===== src/design/sdramPkg.sv =====
// SDRAM controller package
// geometry and bus widths as plain vector typedefs
// chip command encodings and the mode register word
// timing constants in Clk cycles
// state enums for the core FSM and the sequencing submodules
package sdramPkg;

    typedef logic [1:0]  bankT;
    typedef logic [10:0] rowT;
    typedef logic [7:0]  colT;
    typedef logic [20:0] hostAddrT;                   // bank, row, column
    typedef logic [10:0] chipAddrT;
    typedef logic [31:0] dataT;
    typedef logic [3:0]  maskT;                       // 1 blocks the byte
    typedef logic [3:0]  cmdT;                        // CS_n RAS_n CAS_n WE_n

    localparam cmdT CmdNop       = 4'b0111;
    localparam cmdT CmdActive    = 4'b0011;
    localparam cmdT CmdRead      = 4'b0101;
    localparam cmdT CmdWrite     = 4'b0100;
    localparam cmdT CmdPrecharge = 4'b0010;
    localparam cmdT CmdRefresh   = 4'b0001;
    localparam cmdT CmdLoadMode  = 4'b0000;

    // burst length 1, sequential, CAS latency 2
    localparam chipAddrT ModeRegValue = 11'b000_0010_0000;
    localparam int PrechargeAllBit = 10;

    localparam int InitWaitCycles  = 100;             // shortened power-up wait
    localparam int TrpCycles       = 2;
    localparam int TrcdCycles      = 2;
    localparam int TrfcCycles      = 7;
    localparam int TmrdCycles      = 2;
    localparam int TwrCycles       = 2;
    localparam int CasLatency      = 2;
    localparam int RefreshInterval = 390;

    localparam int TimerW = 9;

    typedef enum logic [2:0] {
        CoreInit, CoreIdle, CoreRefresh, CoreAccess, CoreAckWait
    } coreStateT;

    typedef enum logic [2:0] {
        SeqStart, SeqWaitPre, SeqWaitAct, SeqWaitData, SeqFinish,
        SeqWait, SeqRefresh, SeqMode
    } seqStateT;

endpackage


===== src/design/sdramInit.sv =====
// SDRAM power-up sequence
// wait, precharge-all, two auto-refreshes, mode register load
// InitDone stays high until the next reset
module sdramInit
    import sdramPkg::*;
(
    input  logic     Clk,
    input  logic     reset,
    output cmdT      Cmd,
    output chipAddrT ChipAddr,
    output logic     InitDone
);

    seqStateT          state;
    logic [TimerW-1:0] timer;
    logic              secondRefresh;               // first refresh already issued

    always_ff @(posedge Clk) begin
        if (reset) begin
            state         <= SeqWait;
            timer         <= TimerW'(InitWaitCycles - 1);
            secondRefresh <= 1'b0;
            Cmd           <= CmdNop;
            ChipAddr      <= '0;
            InitDone      <= 1'b0;
        end else begin
            Cmd      <= CmdNop;
            ChipAddr <= '0;
            if (timer != '0) begin
                timer <= timer - 1'b1;
            end
            case (state)
                SeqWait: if (timer == '0) begin
                    Cmd                       <= CmdPrecharge;
                    ChipAddr[PrechargeAllBit] <= 1'b1;  // all banks
                    timer                     <= TimerW'(TrpCycles - 1);
                    state                     <= SeqWaitPre;
                end
                SeqWaitPre: if (timer == '0) begin
                    Cmd   <= CmdRefresh;
                    timer <= TimerW'(TrfcCycles - 1);
                    state <= SeqRefresh;
                end
                SeqRefresh: if (timer == '0) begin
                    if (!secondRefresh) begin
                        Cmd           <= CmdRefresh;
                        timer         <= TimerW'(TrfcCycles - 1);
                        secondRefresh <= 1'b1;
                    end else begin
                        Cmd      <= CmdLoadMode;
                        ChipAddr <= ModeRegValue;
                        timer    <= TimerW'(TmrdCycles - 1);
                        state    <= SeqMode;
                    end
                end
                SeqMode: if (timer == '0) begin
                    InitDone <= 1'b1;
                    state    <= SeqFinish;
                end
                SeqFinish: state <= SeqFinish;      // parked until reset
                default: state <= SeqWait;
            endcase
        end
    end

endmodule


===== src/design/refreshEngine.sv =====
// Auto-refresh engine
// interval counter that raises RefreshPending
// precharge-all then refresh sequence once the core grants it
module refreshEngine
    import sdramPkg::*;
(
    input  logic     Clk,
    input  logic     reset,
    input  logic     InitDone,
    input  logic     RefreshGrant,
    output logic     RefreshPending,
    output logic     RefreshDone,
    output cmdT      Cmd,
    output chipAddrT ChipAddr
);

    seqStateT          state;
    logic [TimerW-1:0] timer;
    logic [TimerW-1:0] intervalCnt;
    logic              seqEnd;

    assign seqEnd = (state == SeqRefresh) && (timer == '0);

    // interval counter, the overrun while waiting for a grant carries over
    always_ff @(posedge Clk) begin
        if (reset) begin
            intervalCnt    <= '0;
            RefreshPending <= 1'b0;
        end else if (seqEnd) begin
            intervalCnt    <= intervalCnt - TimerW'(RefreshInterval);
            RefreshPending <= 1'b0;
        end else if (InitDone) begin
            if (intervalCnt != '1) begin
                intervalCnt <= intervalCnt + 1'b1;  // saturate
            end
            if (intervalCnt == TimerW'(RefreshInterval - 1)) begin
                RefreshPending <= 1'b1;
            end
        end
    end

    always_ff @(posedge Clk) begin
        if (reset) begin
            state       <= SeqStart;
            timer       <= '0;
            Cmd         <= CmdNop;
            ChipAddr    <= '0;
            RefreshDone <= 1'b0;
        end else begin
            Cmd         <= CmdNop;
            ChipAddr    <= '0;
            RefreshDone <= seqEnd;
            if (timer != '0) begin
                timer <= timer - 1'b1;
            end
            case (state)
                SeqStart: if (RefreshGrant) begin
                    Cmd                       <= CmdPrecharge;
                    ChipAddr[PrechargeAllBit] <= 1'b1;
                    timer                     <= TimerW'(TrpCycles - 1);
                    state                     <= SeqWaitPre;
                end
                SeqWaitPre: if (timer == '0) begin
                    Cmd   <= CmdRefresh;
                    timer <= TimerW'(TrfcCycles - 1);
                    state <= SeqRefresh;
                end
                SeqRefresh: if (timer == '0) state <= SeqFinish;
                SeqFinish: state <= SeqStart;       // grant drops meanwhile
                default: state <= SeqStart;
            endcase
        end
    end

endmodule


===== src/design/accessSequencer.sv =====
// Single host access sequencer
// precharge-all, activate, then read or write of one word
// read data capture CasLatency+1 cycles after the read command
// write data and byte mask driven with the write command only
module accessSequencer
    import sdramPkg::*;
(
    input  logic     Clk,
    input  logic     reset,
    input  logic     Start,
    input  logic     Write,
    input  hostAddrT Addr,
    input  dataT     WrData,
    input  maskT     WrMask,
    input  dataT     ChipDin,
    output cmdT      Cmd,
    output chipAddrT ChipAddr,
    output bankT     ChipBank,
    output dataT     ChipDout,
    output maskT     ChipDqm,
    output dataT     RdData,
    output logic     Done
);

    seqStateT          state;
    logic [TimerW-1:0] timer;
    bankT              bank;
    rowT               row;
    colT               col;
    logic              issueWrite;
    logic              captureRead;

    assign {bank, row, col} = Addr;

    assign issueWrite  = (state == SeqWaitAct) && (timer == '0) && Write;
    assign captureRead = (state == SeqWaitData) && (timer == '0) && !Write;

    always_ff @(posedge Clk) begin
        if (reset) begin
            state    <= SeqStart;
            timer    <= '0;
            Cmd      <= CmdNop;
            ChipAddr <= '0;
            ChipBank <= '0;
            ChipDqm  <= '0;
            Done     <= 1'b0;
        end else begin
            Cmd      <= CmdNop;
            ChipAddr <= '0;
            ChipBank <= '0;
            ChipDqm  <= '0;
            Done     <= 1'b0;
            if (timer != '0) begin
                timer <= timer - 1'b1;
            end
            case (state)
                SeqStart: if (Start) begin
                    Cmd                       <= CmdPrecharge;
                    ChipAddr[PrechargeAllBit] <= 1'b1;
                    timer                     <= TimerW'(TrpCycles - 1);
                    state                     <= SeqWaitPre;
                end
                SeqWaitPre: if (timer == '0) begin
                    Cmd      <= CmdActive;
                    ChipAddr <= row;
                    ChipBank <= bank;
                    timer    <= TimerW'(TrcdCycles - 1);
                    state    <= SeqWaitAct;
                end
                SeqWaitAct: if (timer == '0) begin
                    ChipAddr <= chipAddrT'(col);    // A10 low, no auto-precharge
                    ChipBank <= bank;
                    state    <= SeqWaitData;
                    if (Write) begin
                        Cmd     <= CmdWrite;
                        ChipDqm <= WrMask;
                        timer   <= TimerW'(TwrCycles - 1);  // write recovery
                    end else begin
                        Cmd   <= CmdRead;
                        timer <= TimerW'(CasLatency);       // capture edge
                    end
                end
                SeqWaitData: if (timer == '0) begin
                    Done  <= 1'b1;
                    state <= SeqFinish;
                end
                SeqFinish: if (!Start) state <= SeqStart;   // core left Access
                default: state <= SeqStart;
            endcase
        end
    end

    always_ff @(posedge Clk) begin
        ChipDout <= issueWrite ? WrData : '0;
        if (captureRead) begin
            RdData <= ChipDin;
        end
    end

endmodule


===== src/design/sdramCore.sv =====
// SDRAM controller top level
// core FSM arbitrating refresh against host accesses
// four-phase Req/Ack host handshake with request latch
// chip pin multiplexing, inverted chip clock, CKE tied high
module sdramCore
    import sdramPkg::*;
(
    input  logic     Clk,
    input  logic     reset,
    input  logic     Req,
    input  logic     Write,
    input  hostAddrT Addr,
    input  dataT     WrData,
    input  maskT     WrMask,
    output logic     Ack,
    output dataT     RdData,
    output logic     InitDone,
    input  dataT     ChipDin,
    output dataT     ChipDout,
    output chipAddrT ChipAddr,
    output bankT     ChipBank,
    output logic     ChipClk,
    output logic     ChipCke,
    output logic     ChipCsN,
    output logic     ChipRasN,
    output logic     ChipCasN,
    output logic     ChipWeN,
    output maskT     ChipDqm
);

    coreStateT state;

    // latched host request
    logic     reqWrite;
    hostAddrT reqAddr;
    dataT     reqData;
    maskT     reqMask;

    cmdT      initCmd;
    chipAddrT initAddr;
    cmdT      refCmd;
    chipAddrT refAddr;
    logic     refreshPending;
    logic     refreshDone;
    logic     refreshGrant;
    cmdT      seqCmd;
    chipAddrT seqAddr;
    bankT     seqBank;
    dataT     seqDout;
    maskT     seqDqm;
    logic     seqStart;
    logic     seqDone;
    cmdT      pinCmd;

    assign refreshGrant = (state == CoreRefresh);
    assign seqStart     = (state == CoreAccess);
    assign Ack          = (state == CoreAckWait);

    always_ff @(posedge Clk) begin
        if (reset) begin
            state <= CoreInit;
        end else begin
            case (state)
                CoreInit: if (InitDone) state <= CoreIdle;
                CoreIdle: begin
                    if (refreshPending) begin
                        state <= CoreRefresh;       // refresh wins
                    end else if (Req) begin
                        state <= CoreAccess;
                    end
                end
                CoreRefresh: if (refreshDone) state <= CoreIdle;
                CoreAccess: if (seqDone) state <= CoreAckWait;
                CoreAckWait: if (!Req) state <= CoreIdle;  // hold Ack while Req high
                default: state <= CoreInit;
            endcase
        end
    end

    always_ff @(posedge Clk) begin
        if (state == CoreIdle && !refreshPending && Req) begin
            reqWrite <= Write;
            reqAddr  <= Addr;
            reqData  <= WrData;
            reqMask  <= WrMask;
        end
    end

    always_comb begin
        pinCmd   = CmdNop;
        ChipAddr = '0;
        ChipBank = '0;
        ChipDout = '0;
        ChipDqm  = '0;
        case (state)
            CoreInit: begin
                pinCmd   = initCmd;
                ChipAddr = initAddr;
            end
            CoreRefresh: begin
                pinCmd   = refCmd;
                ChipAddr = refAddr;
            end
            CoreAccess: begin
                pinCmd   = seqCmd;
                ChipAddr = seqAddr;
                ChipBank = seqBank;
                ChipDout = seqDout;
                ChipDqm  = seqDqm;
            end
            default: pinCmd = CmdNop;               // idle and Ack wait
        endcase
    end

    assign {ChipCsN, ChipRasN, ChipCasN, ChipWeN} = pinCmd;
    assign ChipClk = ~Clk;                          // chip samples mid-cycle
    assign ChipCke = 1'b1;

    sdramInit sdramInit_i (
        .Clk      (Clk),
        .reset    (reset),
        .Cmd      (initCmd),
        .ChipAddr (initAddr),
        .InitDone (InitDone)
    );

    refreshEngine refreshEngine_i (
        .Clk            (Clk),
        .reset          (reset),
        .InitDone       (InitDone),
        .RefreshGrant   (refreshGrant),
        .RefreshPending (refreshPending),
        .RefreshDone    (refreshDone),
        .Cmd            (refCmd),
        .ChipAddr       (refAddr)
    );

    accessSequencer accessSequencer_i (
        .Clk      (Clk),
        .reset    (reset),
        .Start    (seqStart),
        .Write    (reqWrite),
        .Addr     (reqAddr),
        .WrData   (reqData),
        .WrMask   (reqMask),
        .ChipDin  (ChipDin),
        .Cmd      (seqCmd),
        .ChipAddr (seqAddr),
        .ChipBank (seqBank),
        .ChipDout (seqDout),
        .ChipDqm  (seqDqm),
        .RdData   (RdData),
        .Done     (seqDone)
    );

endmodule


===== config.mk =====
export PLATFORM = sky130hd
export DESIGN_NAME = sdramCore
export DESIGN_NICKNAME = d
export VERILOG_FILES = /design/src/design/sdramPkg.sv /design/src/design/sdramInit.sv /design/src/design/refreshEngine.sv /design/src/design/accessSequencer.sv /design/src/design/sdramCore.sv
export SDC_FILE = /design/constraint.sdc
export NUM_CORES = 1
export LEC_CHECK = 0
export BUFFER_PORTS_ARGS = -buffer_cell sky130_fd_sc_hd__buf_2
export CORE_UTILIZATION = 47
export DETAILED_ROUTE_END_ITERATION = 10
export PLACE_DENSITY = 0.73
export SKIP_LAST_GASP = 1
export SLEW_MARGIN = 20
export SYNTH_ARGS = -nofsm -noshare
export SYNTH_HDL_FRONTEND = slang
export SYNTH_SLANG_ARGS = --single-unit

===== constraint.sdc =====
create_clock -name Clk -period 8.2 [get_ports Clk]
set_input_delay 1.64 -clock Clk [delete_from_list [all_inputs] [get_ports Clk]]
set_output_delay 1.64 -clock Clk [all_outputs]
set_load 0.03 [all_outputs]

==> impl_metrics.yaml <==
clocking:
  hold_buffers: 0
  tritoncts: "yes"
  cts_resized: 0
  cts_root_buf: "clkbuf_16"
  cts.clk_slew.worst_paths_ps: 60
  cts_setup_buffers: 0
  clock_latency_ps: 490
  cts_buffer_depth: 3
  cts_buffers: 21
  htreeDepth: 1
synthesis:
  syn-num-nets: 769
  yosys_register_bits: 204
  synth_area_leader_cell: "edfxtp_1"
  synth-seq-area-share_pct: 63.2
  ys_warn_count: 0
  synthTopCellsByArea: "edfxtp_1 (34%), dfxtp_1 (29%), and2_1 (4.0%), and3_1 (3.0%), nor2_1 (2.3%)"
  yosysMostFrequentCell: "dfxtp_1"
  synthArstFlopShare_pct: 0
  ys_types: 71
  synth_area_sq_um: 7880
  synth_edf_count: 90
  dominantRegCellSynth: "dfxtp_1"
  synth_top_cell_area_share_pct: 34.3
  syn_inst: 665
  syn_area_per_cell_sq_um: 11.9
  synth_common_cells: "dfxtp_1 (114), edfxtp_1 (90), and2_1 (51)"
sta:
  worstMarginPinSlew_ps: 1030
  rsz0062_at_grt: "false"
  finalClockSkew_ps: 15.4
  slew_headroom_pct: 31.1
  setup_tns_ps: 0
  hold_viol: 0
  final-setup-viol-count: 0
  maxSlewViolCount: 0
finish:
  seqCellArea_sq_um: 4980
  multi_input_area_sq_um: 2670
  post-route-util_pct: 59.6
  area_growth_pct: 21.9
  fillers: 1355
  drive_above_1_share_pct: 29.1
  nets: 937
detailed_routing:
  drcViolationCount: 0
  viasPerCell: 5.15
  post_drt_wl_per_cell_um: 14.9
  drtIter0Drc: 348
  ant_nets: 0
  via_count: 5488
  first_pass_iters: 4
  drt-total-wl_mm: 15.9
floorplanning:
  fp.dieArea_sq_um: 17300
  num_io_pins: 182
  die-height_um: 131
  initial_core_util_pct: 48.9
  rows: 46
  die_width_um: 131
  core_sq_um: 16100
run:
  drv_cap: 0
global_routing:
  antenna_found_initial: 1
  grt_pass1_wl_mm: 26.1
  grt_use_total_pct: 18.4
  grt.overflow.total: 0
  grt_pass1_vias: 5353
  grt_max_degree: 59
placed_design:
  port_buffers: 179
  dpl.hpwl_mm: 10.5
  gp_congestion: 0.807
min_path:
  hold_path.class: "register to register"
  hold_depth: 1
critical_path:
  worst-endpoint-arrival_ps: 4820
  path_max_fanout: 12
  cp-end-kind: "output port"
  crit_type: "clock port to output port"
  crit_path_start_kind: "clock port"
  rr_worst_depth: 8
  critical_path_required_ps: 6560
status:
  outcome: "finished clean"
pwr:
  power_density_nw_per_um2: 255
  p_leak_nw: 4.02
  power_mw: 2.45
  ir_worst_vdd_mv: 0.186
[per-layer routing]
metal	global-route usage (%)	wire length (um)
met1	22.3	6730
met2	31.8	7790
met3	5.17	1060
met4	5.10	285
met5	0	17
[cell usage in the layout, fill, tap and decap left out, drive strengths merged, types with 5 or more instances in the layout]
| cell | Yosys | routed |
|---|---|---|
| buf | 9 | 184 |
| dfxtp | 114 | 114 |
| edfxtp | 90 | 90 |
| and2 | 51 | 51 |
| nor2 | 49 | 49 |
| and3 | 38 | 38 |
| clkbuf | 30 | 32 |
| nand2 | 30 | 30 |
| a21oi | 21 | 21 |
| inv | 18 | 19 |
| nor3 | 17 | 17 |
| nor2b | 12 | 12 |
| nand3 | 12 | 12 |
| nand2b | 11 | 11 |
| o21ai | 11 | 11 |
| ha | 11 | 11 |
| nor4 | 11 | 11 |
| mux2 | 9 | 9 |
| a22oi | 8 | 8 |
| or4 | 8 | 8 |
| nand3b | 7 | 7 |
| xor2 | 7 | 7 |
| mux2i | 6 | 6 |
| a31oi | 6 | 6 |
| a21o | 6 | 6 |
| o31ai | 6 | 6 |
| or3 | 6 | 6 |
| o211ai | 5 | 5 |
[worst max-delay path: stages]
cell,delay [ps]
clkbuf_16,130
clkbuf_16,190
clkbuf_16,170
inv_1,40
buf_2,180
[kinds of logic (layout without fill, tap and decap cells)]
family                     Yosys count  count (layout)  share of synthesized area [%]
DFF                                204             204                           63.2
muxes                               15              15                           2.05
xor gates and xnor gates            10              10                           1.11
AOI/OAI and AO/OA                   94              94                           8.34
other                                2               3                         0.0953
buffers and inverters               57             240                           2.98
and+or+nand+nor                    272             272                           20.4
adders and majority gates           11              11                           1.75
[final timing paths]
check / slack, ps / start / to
max: 1740 / Clk / ChipClk
min: 470 / reqAddr[16]$_DFFE_PP_ / accessSequencer_i.ChipAddr[8]$_SDFF_PP0_
max reg2reg: 5190 / accessSequencer_i.timer[0]$_SDFF_PP0_ / accessSequencer_i.RdData[21]$_DFFE_PP_
min reg2reg: 470 / reqAddr[16]$_DFFE_PP_ / accessSequencer_i.ChipAddr[8]$_SDFF_PP0_
[per-stage QoR]
step / hold WS, ps / instance area (sq um) / instances / worst slack [ps]
CTS: 470 / 9600 / 1064 / 1720
global placement: 446 / 8930 / 1026 / 2260
detailed placement: 458 / 8930 / 1026 / 2260
global route: 479 / 9600 / 1064 / 1710
floorplan: 443 / 7880 / 665 / 2000
finish: 467 / 9610 / 1065 / 1740
[power breakdown]
| group | internal (mW) | leakage [nW] | total (mW) | switching, mW |
|---|---|---|---|---|
| Sequential | 1.11 | 1.73 | 1.16 | 0.0501 |
| Combinational | 0.153 | 1.94 | 0.350 | 0.197 |
| Clock | 0.557 | 0.345 | 0.939 | 0.382 |
[registers in the layout, summed over array words and instances, names as in the netlist, 4 cells and up]
| register | flops |
|---|---|
| accessSequencer_i.ChipAddr | 11 |
| accessSequencer_i.ChipDout | 32 |
| accessSequencer_i.ChipDqm | 4 |
| accessSequencer_i.RdData | 32 |
| accessSequencer_i.timer | 9 |
| refreshEngine_i.intervalCnt | 9 |
| refreshEngine_i.timer | 9 |
| reqAddr | 21 |
| reqData | 32 |
| reqMask | 4 |
| sdramInit_i.timer | 9 |
[cell type report]
type	instances	area share, %
Sequential cell	204	51.9
Multi-Input combinational cell	404	27.8
Timing Repair Buffer	183	9.66
Clock buffer	33	6.50
Tap cell	216	2.81
Inverter	17	0.690
Clock inverter	7	0.638
Antenna cell	1	0.0260
No activity file was read; power rests on OpenSTA's default activity.
